## src/logic/dl11_cfg.svh

```systemverilog
// ----------------------------------------
// DL11 console line configuration
// register offsets, vectors, baud divisors
// ----------------------------------------
`ifndef DL11_CFG_SVH
`define DL11_CFG_SVH

// I/O page offsets of the four registers
`define DL11_RCSR_ADDR 13'o17560
`define DL11_RBUF_ADDR 13'o17562
`define DL11_XCSR_ADDR 13'o17564
`define DL11_XBUF_ADDR 13'o17566

// interrupt vectors, receive wins over transmit
`define DL11_RX_VECTOR 8'o60
`define DL11_TX_VECTOR 8'o64

// clk cycles per 16x sample tick, one bit is 64 clk
`define DL11_TICK_DIV 4

// sample ticks per serial bit
`define DL11_OVERSAMPLE 16

// CSR bit positions
`define DL11_CSR_DONE_BIT 7
`define DL11_CSR_IE_BIT 6

`endif

```

## src/logic/iopage_pkg.sv

```systemverilog
// ----------------------------------------
// I/O page bus types and register select
// ----------------------------------------
`default_nettype none

package iopage_pkg;

   // 13-bit offset within the I/O page
   typedef logic [12:0] iopage_addr_t;

   // word-wide data path
   typedef logic [15:0] iopage_data_t;

   // decoded DL11 register
   typedef enum logic [2:0]
   {
      RCSR,
      RBUF,
      XCSR,
      XBUF,
      NONE
   } dl11_reg_e;

endpackage

`default_nettype wire

```

## src/logic/serial_pkg.sv

```systemverilog
// ----------------------------------------
// serial character type and FSM states
// ----------------------------------------
`default_nettype none

package serial_pkg;

   typedef logic [7:0] char_t;

   // serializer and deserializer frame states
   typedef enum logic [1:0] {TX_IDLE, TX_START, TX_DATA, TX_STOP} tx_state_e;
   typedef enum logic [1:0] {RX_IDLE, RX_START, RX_DATA, RX_STOP} rx_state_e;

   // register side handshake with the transmitter
   typedef enum logic [1:0] {READY, LOAD, BUSY} xmit_hs_e;

   // register side handshake with the receiver
   typedef enum logic [1:0] {WAIT, UNLOAD, DONE} recv_hs_e;

endpackage

`default_nettype wire

```

## src/logic/dl11_regs.sv

```systemverilog
// ----------------------------------------
// DL11 register block
// CSR/buffer registers, handshakes, interrupt
// ----------------------------------------
`default_nettype none

`include "dl11_cfg.svh"

module dl11_regs
(
   input  wire                      clk,
   input  wire                      reset,
   input  iopage_pkg::iopage_addr_t iopage_addr,
   input  iopage_pkg::iopage_data_t data_in,
   input  wire                      iopage_rd,
   input  wire                      iopage_wr,
   output iopage_pkg::iopage_data_t data_out,
   output logic                     decode,
   output logic                     interrupt,
   output logic [7:0]               vector,
   output logic                     ld_tx_data,
   output serial_pkg::char_t        tx_data,
   output logic                     uld_rx_data,
   input  wire                      tx_empty,
   input  wire                      rx_empty,
   input  serial_pkg::char_t        rx_data
);

   iopage_pkg::dl11_reg_e reg_sel;
   serial_pkg::xmit_hs_e  xmit_state;
   serial_pkg::recv_hs_e  recv_state;
   serial_pkg::char_t     xbuf;
   serial_pkg::char_t     rbuf;
   logic                  rx_ie;
   logic                  tx_ie;
   logic                  rx_done;
   logic                  tx_done;
   logic                  rx_cause;
   logic                  tx_cause;
   logic                  xbuf_wr;
   logic                  rbuf_rd;

   // address decode, independent of rd/wr
   always_comb
   begin
      case (iopage_addr)
         `DL11_RCSR_ADDR: reg_sel = iopage_pkg::RCSR;
         `DL11_RBUF_ADDR: reg_sel = iopage_pkg::RBUF;
         `DL11_XCSR_ADDR: reg_sel = iopage_pkg::XCSR;
         `DL11_XBUF_ADDR: reg_sel = iopage_pkg::XBUF;
         default:         reg_sel = iopage_pkg::NONE;
      endcase
   end

   assign decode = (reg_sel != iopage_pkg::NONE);

   // read mux
   always_comb
   begin
      data_out = '0;
      if (iopage_rd)
      begin
         case (reg_sel)
            iopage_pkg::RCSR:
            begin
               data_out[`DL11_CSR_DONE_BIT] = rx_done;
               data_out[`DL11_CSR_IE_BIT]   = rx_ie;
            end
            iopage_pkg::RBUF: data_out = {8'h00, rbuf};
            iopage_pkg::XCSR:
            begin
               data_out[`DL11_CSR_DONE_BIT] = tx_done;
               data_out[`DL11_CSR_IE_BIT]   = tx_ie;
            end
            iopage_pkg::XBUF: data_out = {8'h00, xbuf};
            default: data_out = '0;
         endcase
      end
   end

   // register writes, byte lanes are not distinguished
   always_ff @(posedge clk)
   begin
      if (reset)
      begin
         rx_ie <= 1'b0;
         tx_ie <= 1'b0;
         xbuf  <= '0;
      end
      else if (iopage_wr)
      begin
         case (reg_sel)
            iopage_pkg::RCSR: rx_ie <= data_in[`DL11_CSR_IE_BIT];
            iopage_pkg::XCSR: tx_ie <= data_in[`DL11_CSR_IE_BIT];
            iopage_pkg::XBUF: xbuf  <= data_in[7:0];
            default: ;
         endcase
      end
   end

   assign xbuf_wr = iopage_wr && (reg_sel == iopage_pkg::XBUF);
   assign rbuf_rd = iopage_rd && (reg_sel == iopage_pkg::RBUF);

   // transmit handshake
   // hold the load strobe until the transmitter leaves empty,
   // then wait for the whole frame before reporting done
   always_ff @(posedge clk)
   begin
      if (reset)
         xmit_state <= serial_pkg::READY;
      else
      begin
         case (xmit_state)
            serial_pkg::READY: if (xbuf_wr) xmit_state <= serial_pkg::LOAD;
            serial_pkg::LOAD:  if (!tx_empty) xmit_state <= serial_pkg::BUSY;
            serial_pkg::BUSY:  if (tx_empty) xmit_state <= serial_pkg::READY;
            default:           xmit_state <= serial_pkg::READY;
         endcase
      end
   end

   // receive handshake
   // one unload strobe frees the receiver, the receiver answers next cycle
   always_ff @(posedge clk)
   begin
      if (reset)
         recv_state <= serial_pkg::WAIT;
      else
      begin
         case (recv_state)
            serial_pkg::WAIT:   if (!rx_empty) recv_state <= serial_pkg::UNLOAD;
            serial_pkg::UNLOAD: recv_state <= serial_pkg::DONE;
            serial_pkg::DONE:   if (rbuf_rd) recv_state <= serial_pkg::WAIT;
            default:            recv_state <= serial_pkg::WAIT;
         endcase
      end
   end

   // received character, overwritten by any newer one
   always_ff @(posedge clk)
   begin
      if (!rx_empty)
         rbuf <= rx_data;
   end

   assign ld_tx_data  = (xmit_state == serial_pkg::LOAD);
   assign uld_rx_data = (recv_state == serial_pkg::UNLOAD);
   assign tx_data     = xbuf;
   assign tx_done     = (xmit_state == serial_pkg::READY);
   assign rx_done     = (recv_state == serial_pkg::DONE);

   // interrupt follows its cause, no acknowledge
   assign rx_cause = rx_ie && rx_done;
   assign tx_cause = tx_ie && tx_done;

   always_ff @(posedge clk)
   begin
      if (reset)
         interrupt <= 1'b0;
      else
         interrupt <= rx_cause || tx_cause;
   end

   assign vector = rx_cause ? `DL11_RX_VECTOR :
                   tx_cause ? `DL11_TX_VECTOR :
                   8'h00;

   // both strobes are quiet right after a reset cycle
   a_strobes_reset: assert property (@(posedge clk)
      reset |=> !ld_tx_data && !uld_rx_data)
      else $error("dl11_regs: strobe active after reset");

   // a cause held over two cycles shows as interrupt with a vector
   a_int_vector: assert property (@(posedge clk) disable iff (reset)
      $past(rx_cause || tx_cause) && (rx_cause || tx_cause)
      |-> interrupt && (vector != 8'h00))
      else $error("dl11_regs: interrupt without vector");

endmodule

`default_nettype wire

```

## src/logic/baud_gen.sv

```systemverilog
// ----------------------------------------
// baud tick generator
// 16x sample tick and 1x bit tick from clk
// ----------------------------------------
`default_nettype none

`include "dl11_cfg.svh"

module baud_gen
(
   input  wire  clk,
   input  wire  reset,
   output logic rx_tick,
   output logic tx_tick
);

   localparam int DIV_W = $clog2(`DL11_TICK_DIV);
   localparam int OS_W  = $clog2(`DL11_OVERSAMPLE);
   localparam logic [DIV_W-1:0] DIV_LAST = DIV_W'(`DL11_TICK_DIV - 1);
   localparam logic [OS_W-1:0]  OS_LAST  = OS_W'(`DL11_OVERSAMPLE - 1);

   logic [DIV_W-1:0] div_cnt;
   logic [OS_W-1:0]  os_cnt;

   always_ff @(posedge clk)
   begin
      if (reset)
      begin
         div_cnt <= '0;
         os_cnt  <= '0;
         rx_tick <= 1'b0;
         tx_tick <= 1'b0;
      end
      else
      begin
         rx_tick <= (div_cnt == DIV_LAST);
         // bit tick lands on every 16th sample tick
         tx_tick <= (div_cnt == DIV_LAST) && (os_cnt == OS_LAST);
         div_cnt <= (div_cnt == DIV_LAST) ? '0 : div_cnt + 1'b1;
         if (div_cnt == DIV_LAST)
            os_cnt <= (os_cnt == OS_LAST) ? '0 : os_cnt + 1'b1;
      end
   end

   a_tick_align: assert property (@(posedge clk) disable iff (reset)
      tx_tick |-> rx_tick)
      else $error("baud_gen: bit tick off the sample grid");

endmodule

`default_nettype wire

```

## src/logic/uart_tx.sv

```systemverilog
// ----------------------------------------
// serial transmitter, 8N1
// start, 8 data bits LSB first, one stop
// ----------------------------------------
`default_nettype none

module uart_tx
(
   input  wire               clk,
   input  wire               reset,
   input  wire               tx_tick,
   input  wire               ld_tx_data,
   input  serial_pkg::char_t tx_data,
   output logic              tx_out,
   output logic              tx_empty
);

   serial_pkg::tx_state_e state;
   serial_pkg::char_t     data_reg;
   logic [2:0]            bit_cnt;
   logic                  load;

   // take a character only when idle and nothing is pending
   assign load = ld_tx_data && tx_empty && (state == serial_pkg::TX_IDLE);

   always_ff @(posedge clk)
   begin
      if (load)
         data_reg <= tx_data;
   end

   always_ff @(posedge clk)
   begin
      if (reset)
      begin
         state    <= serial_pkg::TX_IDLE;
         tx_out   <= 1'b1;
         tx_empty <= 1'b1;
         bit_cnt  <= '0;
      end
      else
      begin
         case (state)
            serial_pkg::TX_IDLE:
               if (load)
                  tx_empty <= 1'b0;
               else if (!tx_empty && tx_tick)
               begin
                  // start bit begins on the bit grid
                  tx_out <= 1'b0;
                  state  <= serial_pkg::TX_START;
               end
            serial_pkg::TX_START:
               if (tx_tick)
               begin
                  tx_out  <= data_reg[0];
                  bit_cnt <= '0;
                  state   <= serial_pkg::TX_DATA;
               end
            serial_pkg::TX_DATA:
               if (tx_tick)
               begin
                  if (bit_cnt == 3'd7)
                  begin
                     tx_out <= 1'b1;
                     state  <= serial_pkg::TX_STOP;
                  end
                  else
                  begin
                     tx_out  <= data_reg[bit_cnt + 3'd1];
                     bit_cnt <= bit_cnt + 3'd1;
                  end
               end
            serial_pkg::TX_STOP:
               if (tx_tick)
               begin
                  // stop bit has lasted one full bit
                  tx_empty <= 1'b1;
                  state    <= serial_pkg::TX_IDLE;
               end
            default: state <= serial_pkg::TX_IDLE;
         endcase
      end
   end

   a_idle_mark: assert property (@(posedge clk) disable iff (reset)
      (state == serial_pkg::TX_IDLE) |-> tx_out)
      else $error("uart_tx: line not marking while idle");

endmodule

`default_nettype wire

```

## src/logic/uart_rx.sv

```systemverilog
// ----------------------------------------
// serial receiver, 8N1, 16x oversampled
// holds one character until unloaded
// ----------------------------------------
`default_nettype none

`include "dl11_cfg.svh"

module uart_rx
(
   input  wire               clk,
   input  wire               reset,
   input  wire               rx_tick,
   input  wire               rx_in,
   input  wire               uld_rx_data,
   output serial_pkg::char_t rx_data,
   output logic              rx_empty
);

   localparam int CNT_W = $clog2(`DL11_OVERSAMPLE);
   localparam logic [CNT_W-1:0] MID_TICK  = CNT_W'(`DL11_OVERSAMPLE / 2 - 1);
   localparam logic [CNT_W-1:0] LAST_TICK = CNT_W'(`DL11_OVERSAMPLE - 1);

   serial_pkg::rx_state_e state;
   serial_pkg::char_t     shreg;
   logic [CNT_W-1:0]      tick_cnt;
   logic [2:0]            bit_cnt;
   logic                  rx_meta;
   logic                  rx_sync;
   logic                  rx_prev;
   logic                  bit_due;
   logic                  sample_bit;
   logic                  frame_ok;

   // two-flop synchronizer plus one flop for edge detect
   always_ff @(posedge clk)
   begin
      if (reset)
      begin
         rx_meta <= 1'b1;
         rx_sync <= 1'b1;
         rx_prev <= 1'b1;
      end
      else
      begin
         rx_meta <= rx_in;
         rx_sync <= rx_meta;
         rx_prev <= rx_sync;
      end
   end

   assign bit_due    = rx_tick && (tick_cnt == LAST_TICK);
   assign sample_bit = bit_due && (state == serial_pkg::RX_DATA);
   assign frame_ok   = bit_due && (state == serial_pkg::RX_STOP) && rx_sync;

   always_ff @(posedge clk)
   begin
      if (sample_bit)
         shreg <= {rx_sync, shreg[7:1]};
      if (frame_ok)
         rx_data <= shreg;
   end

   always_ff @(posedge clk)
   begin
      if (reset)
      begin
         state    <= serial_pkg::RX_IDLE;
         tick_cnt <= '0;
         bit_cnt  <= '0;
         rx_empty <= 1'b1;
      end
      else
      begin
         if (uld_rx_data && !rx_empty)
            rx_empty <= 1'b1;
         // a new frame overrides the unload
         if (frame_ok)
            rx_empty <= 1'b0;

         if (rx_tick && state != serial_pkg::RX_IDLE)
            tick_cnt <= tick_cnt + 1'b1;

         case (state)
            serial_pkg::RX_IDLE:
               if (rx_prev && !rx_sync)
               begin
                  tick_cnt <= '0;
                  state    <= serial_pkg::RX_START;
               end
            serial_pkg::RX_START:
               if (rx_tick && tick_cnt == MID_TICK)
               begin
                  // still low at mid start bit, otherwise a glitch
                  tick_cnt <= '0;
                  bit_cnt  <= '0;
                  state    <= rx_sync ? serial_pkg::RX_IDLE : serial_pkg::RX_DATA;
               end
            serial_pkg::RX_DATA:
               if (bit_due)
               begin
                  bit_cnt <= bit_cnt + 3'd1;
                  if (bit_cnt == 3'd7)
                     state <= serial_pkg::RX_STOP;
               end
            serial_pkg::RX_STOP:
               if (bit_due)
                  state <= serial_pkg::RX_IDLE;
            default: state <= serial_pkg::RX_IDLE;
         endcase
      end
   end

   a_empty_rise: assert property (@(posedge clk) disable iff (reset)
      $rose(rx_empty) |-> $past(uld_rx_data) || $past(reset))
      else $error("uart_rx: character lost without unload");

endmodule

`default_nettype wire

```

## src/logic/dl11_top.sv

```systemverilog
// ----------------------------------------
// DL11 console serial line unit
// ----------------------------------------
`default_nettype none

module dl11_top
(
   input  wire                      clk,
   input  wire                      reset,
   input  iopage_pkg::iopage_addr_t iopage_addr,
   input  iopage_pkg::iopage_data_t data_in,
   input  wire                      iopage_rd,
   input  wire                      iopage_wr,
   // byte lane select, the registers always take the whole word
   input  wire                      iopage_byte_op,
   output iopage_pkg::iopage_data_t data_out,
   output logic                     decode,
   output logic                     interrupt,
   output logic [7:0]               vector,
   input  wire                      rs232_rx,
   output logic                     rs232_tx
);

   logic              rx_tick;
   logic              tx_tick;
   logic              ld_tx_data;
   logic              tx_empty;
   logic              uld_rx_data;
   logic              rx_empty;
   serial_pkg::char_t tx_data;
   serial_pkg::char_t rx_data;

   dl11_regs regs_i
   (
      .clk         (clk),
      .reset       (reset),
      .iopage_addr (iopage_addr),
      .data_in     (data_in),
      .iopage_rd   (iopage_rd),
      .iopage_wr   (iopage_wr),
      .data_out    (data_out),
      .decode      (decode),
      .interrupt   (interrupt),
      .vector      (vector),
      .ld_tx_data  (ld_tx_data),
      .tx_data     (tx_data),
      .uld_rx_data (uld_rx_data),
      .tx_empty    (tx_empty),
      .rx_empty    (rx_empty),
      .rx_data     (rx_data)
   );

   baud_gen baud_i
   (
      .clk     (clk),
      .reset   (reset),
      .rx_tick (rx_tick),
      .tx_tick (tx_tick)
   );

   uart_tx tx_i
   (
      .clk        (clk),
      .reset      (reset),
      .tx_tick    (tx_tick),
      .ld_tx_data (ld_tx_data),
      .tx_data    (tx_data),
      .tx_out     (rs232_tx),
      .tx_empty   (tx_empty)
   );

   uart_rx rx_i
   (
      .clk         (clk),
      .reset       (reset),
      .rx_tick     (rx_tick),
      .rx_in       (rs232_rx),
      .uld_rx_data (uld_rx_data),
      .rx_data     (rx_data),
      .rx_empty    (rx_empty)
   );

endmodule

`default_nettype wire

```

## config.mk

```make
export PLATFORM = sky130hd
export DESIGN_NAME = dl11_top
export DESIGN_NICKNAME = d
export VERILOG_FILES = /design/src/logic/iopage_pkg.sv /design/src/logic/serial_pkg.sv /design/src/logic/dl11_regs.sv /design/src/logic/baud_gen.sv /design/src/logic/uart_tx.sv /design/src/logic/uart_rx.sv /design/src/logic/dl11_top.sv
export VERILOG_INCLUDE_DIRS = /design/src /design/src/logic
export SDC_FILE = /design/constraint.sdc
export NUM_CORES = 1
export LEC_CHECK = 0
export BUFFER_PORTS_ARGS = -buffer_cell sky130_fd_sc_hd__buf_4
export CAP_MARGIN = 20
export CORE_UTILIZATION = 30
export DETAILED_ROUTE_END_ITERATION = 6
export SYNTH_ARGS = -nofsm -noshare
export SYNTH_HDL_FRONTEND = slang
export SYNTH_SLANG_ARGS = --single-unit
```

## constraint.sdc

```tcl
create_clock -name clk -period 2.5 [get_ports clk]
set_input_delay 0.5 -clock clk [delete_from_list [all_inputs] [get_ports clk]]
set_output_delay 0.5 -clock clk [all_outputs]
set_load 0.05 [all_outputs]
```

==> results of run 1 <==
==> layer usage <==
layer / part of all wire, % / up-vias
met2: 50 / 30
met3: 4.0 / 11
met4: 2.5 / 0
li1: - / 1127
met1: 43 / 1037
met5: 0 / -
==> logic make-up (layout without fill, tap and decap cells) <==
| logic type | count (synthesis) | in the layout | synth area share, % |
|---|---|---|---|
| xor gates and xnor gates | 4 | 4 | 1.03 |
| other | 1 | 13 | 0.110 |
| adders and majority gates | 15 | 15 | 5.52 |
| DFF | 75 | 75 | 53.6 |
| and+or+nand+nor | 103 | 103 | 15.9 |
| buffers and inverters | 33 | 67 | 6.00 |
| muxes | 25 | 25 | 8.50 |
| AOI/OAI and AO/OA | 45 | 45 | 9.35 |
==> layout make-up <==
type	count	area (µm²)	area share, %
repair buffers	41	308	7.52
multi-input cells	205	1450	35.4
clock buffers	9	225	5.50
inverters	10	37.5	0.917
well taps	140	175	4.28
flip-flops and latches	75	1820	44.5
clock inverters	7	77.6	1.90
==> worst max-delay path by stage <==
stage / from / to / slack [ns]
2_1_floorplan: iopage_addr[0] / data_out[0] / -0.12
3_3_place_gp: iopage_addr[0] / data_out[3] / 0.32
3_5_place_dp: iopage_addr[0] / data_out[3] / 0.33
4_1_cts: iopage_addr[0] / data_out[3] / 0.33
5_1_grt: iopage_addr[0] / data_out[1] / 0.22
6_report: iopage_addr[0] / data_out[3] / 0.35
==> power breakdown <==
group | switching [µW] | internal, µW
Clock | 514 | 779
Combinational | 145 | 95.8
Sequential | 13.6 | 1280
==> worst max-delay path: cells and delay by family <==
family,cells,cell delay (ns)
buffers and inverters,2,0.30
and+or+nand+nor,4,0.84
==> stage by stage <==
step	TNS (ns)	hold slack (ns)	std cells	utilization (%)
floorplan	-0.731	0.389	313	-
global placement	0	0.395	471	34.7
detailed placement	0	0.399	471	34.7
CTS	0	0.338	487	37.4
global route	0	0.337	487	37.4
finish	0	0.353	487	37.4
==> synthesized netlist by cell type (5+ instances only) <==
library cell  number  share of area (%)
a21oi_1           14                2.1
buf_4             15                3.3
dfxtp_1           43                 25
edfxtp_1          32                 28
ha_1              15                5.5
inv_1             10                1.1
mux2i_1           21                6.2
nand2_1           14                1.5
nand2b_1           8                1.5
nand3_1            5               0.74
nor2_1            36                4.0
nor2b_1            8                1.5
o21ai_0            6               0.88
or2_2              5               0.92
==> layout by cell type, fill, tap and decap left out, drive strengths merged, types with 3 or more instances in the layout <==
| master | synthesis | routed |
|---|---|---|
| or2 | 5 | 5 |
| dfxtp | 43 | 43 |
| a21oi | 14 | 14 |
| and3 | 3 | 3 |
| clkinv | 0 | 4 |
| nand3 | 6 | 6 |
| ha | 15 | 15 |
| xor2 | 3 | 3 |
| mux4 | 3 | 3 |
| o21ai | 7 | 7 |
| nand2b | 8 | 8 |
| nand4 | 3 | 3 |
| edfxtp | 32 | 32 |
| nor2 | 36 | 36 |
| buf | 19 | 41 |
| nand2 | 14 | 14 |
| conb | 1 | 13 |
| nand4b | 4 | 4 |
| nor3 | 4 | 4 |
| a22oi | 3 | 3 |
| mux2i | 21 | 21 |
| clkbuf | 4 | 9 |
| inv | 10 | 11 |
| nor2b | 9 | 9 |
==> metrics.md, run 1 <==
| Metric | Value |
|---|---|
| Vias | `2,205` |
| Leak | `0.00158 µW` |
| Post-DP Area | `3790 µm²` |
| Post-route DRC violation count | `0` |
| Worst-case reg-to-reg path depth | `5` |
| Layout cells sized above 1 | `23.3%` |
| Cell Area, Synth | `3400 µm²` |
| Clock Skews | `0.00705 ns` |
| Clk slew on worst S/H paths | `0.06 ns` |
| Drt pass-1 iters | `4` |
| ANT nets after route | `0` |
| H-tree depth | `3` |
| CTS buffer count | `9` |
| Hpwl dp | `4.39 mm` |
| Pin count of the biggest net entering global routing | `42` |
| Die area | `11,800 µm²` |
| FF+latch count, synth | `75` |
| Setup slack, reg-to-reg | `0.63 ns` |
| Sequential area share after synthesis | `53.6%` |
| Setup ws final | `0.353 ns` |
| Number of synthesized flops with an enable pin | `32` |
| Post-CTS sizing | `0` |
| Tmin final | `2.15 ns` |
| Cts hold-fix bufs | `0` |
| Initial antenna violation count | `0` |
| Synth Flop Type | `dfxtp_1` |
| Slowest CP cell | `nand4b_1` |
| Post-CTS Setup Bufs | `0` |
| Die Wd | `108 µm` |
| Netlist cell types | `54` |
| Final max-slew violation count | `0` |
| Worst Path Arrival | `1.65 ns` |
| Overall power | `2830 µW` |
| Area Overhead vs Synth | `20.3%` |
| Met1 usage in global routing | `12.3%` |
| Number of setup violations in the final report | `0` |
| Async set-reset flop share out of synthesis | `0%` |
| GR met2 Demand/Resource | `19.0%` |
| GR Overflow Total | `0` |
| Vias in the first global route | `2,082` |
| Startpoint types | `input pin` |
| Via density | `4.53` |
| Worst hold path type | `in -> reg` |
| Gr usage total | `11.2%` |
| Port bufs | `39` |
| I/O Pins | `62` |
| Critical-path cell list | `buf_4 -> nand4b_1 -> nor3_4 -> nand3_2 -> nor2_2 -> buf_4` |
| RR Startpoint | `tx_i.bit_cnt[0]$_SDFFE_PP0P_` |
| Final hold violation count | `0` |
| Die Y | `108 µm` |
| Met3 usage | `4.40%` |
| Starting density of the core | `31.1%` |
| Crit Path Max Fanout | `6` |
| Worst-Skew Late Latency | `0.33 ns` |
| Worst hold endpoint | `rx_i.rx_meta$_SDFF_PP1_` |
| # clock sinks | `75` |
| Post-route cell area | `4090 µm²` |
| Max clock buf depth | `2` |
| GP Congestion | `0.720` |
| Setup CP Type | `in -> out` |
| Drt first-iter violations | `57` |
| Required time of the worst setup path | `2.00 ns` |
| Worst path max stage delay | `0.26 ns` |
| Peak Freq | `0.466 GHz` |
| Core area | `10,900 µm²` |
| Worst reg2reg path endpoint | `tx_i.tx_out$_SDFFE_PP1P_` |
| Outcome | `finished clean` |
| Core Rows | `38` |
| WL/cell | `12.3 µm` |
| Period utilization | `85.9%` |
| Critical hold path startpoint | `rs232_rx` |
| Busiest grt layer | `met2` |
| PD cells | `691 nW/µm²` |
| Fillcell total | `1,081` |
| Cell count after synthesis | `301` |
| Max-cap violations | `0` |
| TritonCTS clock tree | `yes` |
| Global-route wire length before repair | `9.94 mm` |
| Worst slack at placement | `0.335 ns` |
| Critical Path End Type | `output port` |
| NumNets Final | `392` |
| Yosys warnings | `0` |
| Worst Hold Depth | `2` |
| CTS Root Cell | `clkbuf_16` |
| Routed WL | `5.99 mm` |
| Max IR drop VDD | `0.000498 V` |
| # diodes | `0` |
| Mapped Avg Cell Area | `11.3 µm²` |
| RSZ-0062 raised after global routing | `no` |
| Most prevalent standard cell on the critical path | `buf_4` |
No activity file was read; power rests on OpenSTA's default activity.
==> run 2: changes to the inputs <==
==> constraint.sdc (replaced) <==
create_clock -name clk -period 2.05 [get_ports clk]
set_input_delay 0.1025 -clock clk [delete_from_list [all_inputs] [get_ports clk]]
set_output_delay 0.1025 -clock clk [all_outputs]
set_load 0.05 [all_outputs]
==> metrics.md, run 2 (synthesis results as in run 1) <==
| Metric | Value |
|---|---|
| Post-Route Setup TNS | `0 ns` |
| Setup CP Type | `reg -> reg` |
| Leak | `0.00161 µW` |
| Commonest non-fill, non-tap cell in the layout | `dfxtp_1` |
| Port bufs | `39` |
| Max IR drop VDD | `0.000502 V` |
| Required time of the worst setup path | `2.28 ns` |
| Die area | `11,800 µm²` |
| TritonCTS clock tree | `yes` |
| Hpwl dp | `4.51 mm` |
| # clock sinks | `75` |
| Most frequent cells in the layout | `dfxtp_1 (43), buf_4 (40), nor2_1 (36), edfxtp_1 (32), mux2i_1 (21)` |
| Period utilization | `89.7%` |
| Via density | `4.62` |
| NumNets Final | `396` |
| Drt pass-1 iters | `4` |
| Worst-Skew Late Latency | `0.33 ns` |
| # diodes | `0` |
| ANT nets after route | `0` |
| PD cells | `870 nW/µm²` |
| Final max-slew violation count | `0` |
| Peak Freq | `0.544 GHz` |
| Starting density of the core | `31.1%` |
| WL/cell | `12.5 µm` |
| Final core utilization | `37.9%` |
| Clock Skews | `0.00453 ns` |
| Vias in the first global route | `2,219` |
| Overall power | `3610 µW` |
| Max clock buf depth | `2` |
| Routed WL | `6.16 mm` |
| Cts hold-fix bufs | `5` |
| Crit Path Max Fanout | `9` |
| Worst hold margin | `0.0174 ns` |
| I/O Pins | `62` |
| Area Overhead vs Synth | `22.0%` |
| Core area | `10,900 µm²` |
| GP Congestion | `0.781` |
| Worst hold path type | `in -> reg` |
| Tmin final | `1.84 ns` |
| Outcome | `finished clean` |
| Core Rows | `38` |
| CTS buffer count | `9` |
| Vias | `2,266` |
| Startpoint types | `flip-flop` |
| Number of setup violations in the final report | `0` |
| Max-cap violations | `0` |
| Clk slew on worst S/H paths | `0.06 ns` |
| Gr usage total | `11.6%` |
| Die Wd | `108 µm` |
| Worst Path Arrival | `2.07 ns` |
| GR Overflow Total | `0` |
| Post-CTS Setup Bufs | `0` |
| Pin count of the biggest net entering global routing | `42` |
| Final hold violation count | `0` |
| H-tree depth | `3` |
| Layout cells sized above 1 | `21.1%` |
| CTS Root Cell | `clkbuf_16` |
| Die Y | `108 µm` |
| Drt first-iter violations | `84` |
| Global-route wire length before repair | `10.3 mm` |
| RSZ-0062 raised after global routing | `no` |
| Initial antenna violation count | `0` |
| Post-CTS sizing | `0` |
| Post-route DRC violation count | `0` |
| Critical Path End Type | `flip-flop` |
| Setup slack, reg-to-reg | `0.21 ns` |
run 2: cell types whose count changed in the layout (fill, tap and decap cells not counted):
cell	before	now
nor2_1	30	36
buf_4	41	40
nor2_2	6	0
bufinv_16	1	2
clkinv_4	3	2
dlygate4sd3_1	0	5
inv_6	1	2
inv_8	0	1
clkinvlp_4	1	0
clkinv_2	1	0
run 2: critical path, stage by stage (launching register included):
cell and delay, ns:
dfxtp_1 0.38, inv_1 0.08, ha_1 0.31, o21ba_1 0.26
a2111oi_4 0.40, nor2_1 0.07, a211oi_1 0.24
run 2: metrics by stage:
step / std cells / setup WS (ns) / area (µm²)
2_1_floorplan: 313 / 0.0676 / 3450
3_3_place_gp: 470 / 0.287 / 3770
3_5_place_dp: 470 / 0.223 / 3770
4_1_cts: 491 / 0.217 / 4150
5_1_grt: 491 / 0.0912 / 4150
6_report: 491 / 0.211 / 4150
run 2: routing by layer:
| layer | routed length [µm] | up-vias | GRT usage [%] |
|---|---|---|---|
| met1 | 2540 | 1075 | 12.1 |
| met5 | 0 | - | 0 |
| met2 | 3250 | 32 | 20.5 |
| met4 | 149 | 0 | 6.27 |
| met3 | 231 | 13 | 4.10 |
| li1 | - | 1146 | - |
run 2: power breakdown:
| group | internal (µW) | switching, µW | total [µW] |
|---|---|---|---|
| Sequential | 1560 | 15.8 | 1580 |
| Clock | 1090 | 643 | 1730 |
| Combinational | 122 | 178 | 300 |
| Total | 2770 | 836 | 3610 |
run 2: final timing paths:
| kind | start | endpoint | cells after the start |
|---|---|---|---|
| hold / removal | data_in[1] | regs_i.tx_data[1]$_SDFFE_PP0P_ | 3 |
| setup / recovery | tx_i.state[0]$_SDFFE_PP0P_ | tx_i.state[0]$_SDFFE_PP0P_ | 6 |
| hold reg to reg | rx_i.rx_meta$_SDFF_PP1_ | rx_i.rx_sync$_SDFF_PP1_ | 1 |
| setup reg to reg | tx_i.state[0]$_SDFFE_PP0P_ | tx_i.state[0]$_SDFFE_PP0P_ | 6 |
run 2: area by class of cell:
class / instances / area, µm²
repair buffers: 45 / 350
flip-flops and latches: 75 / 1820
fillers: 1076 / 6790
multi-input cells: 205 / 1430
clock buffers: 9 / 225
inverters: 10 / 37.5
well taps: 140 / 175
clock inverters: 7 / 106
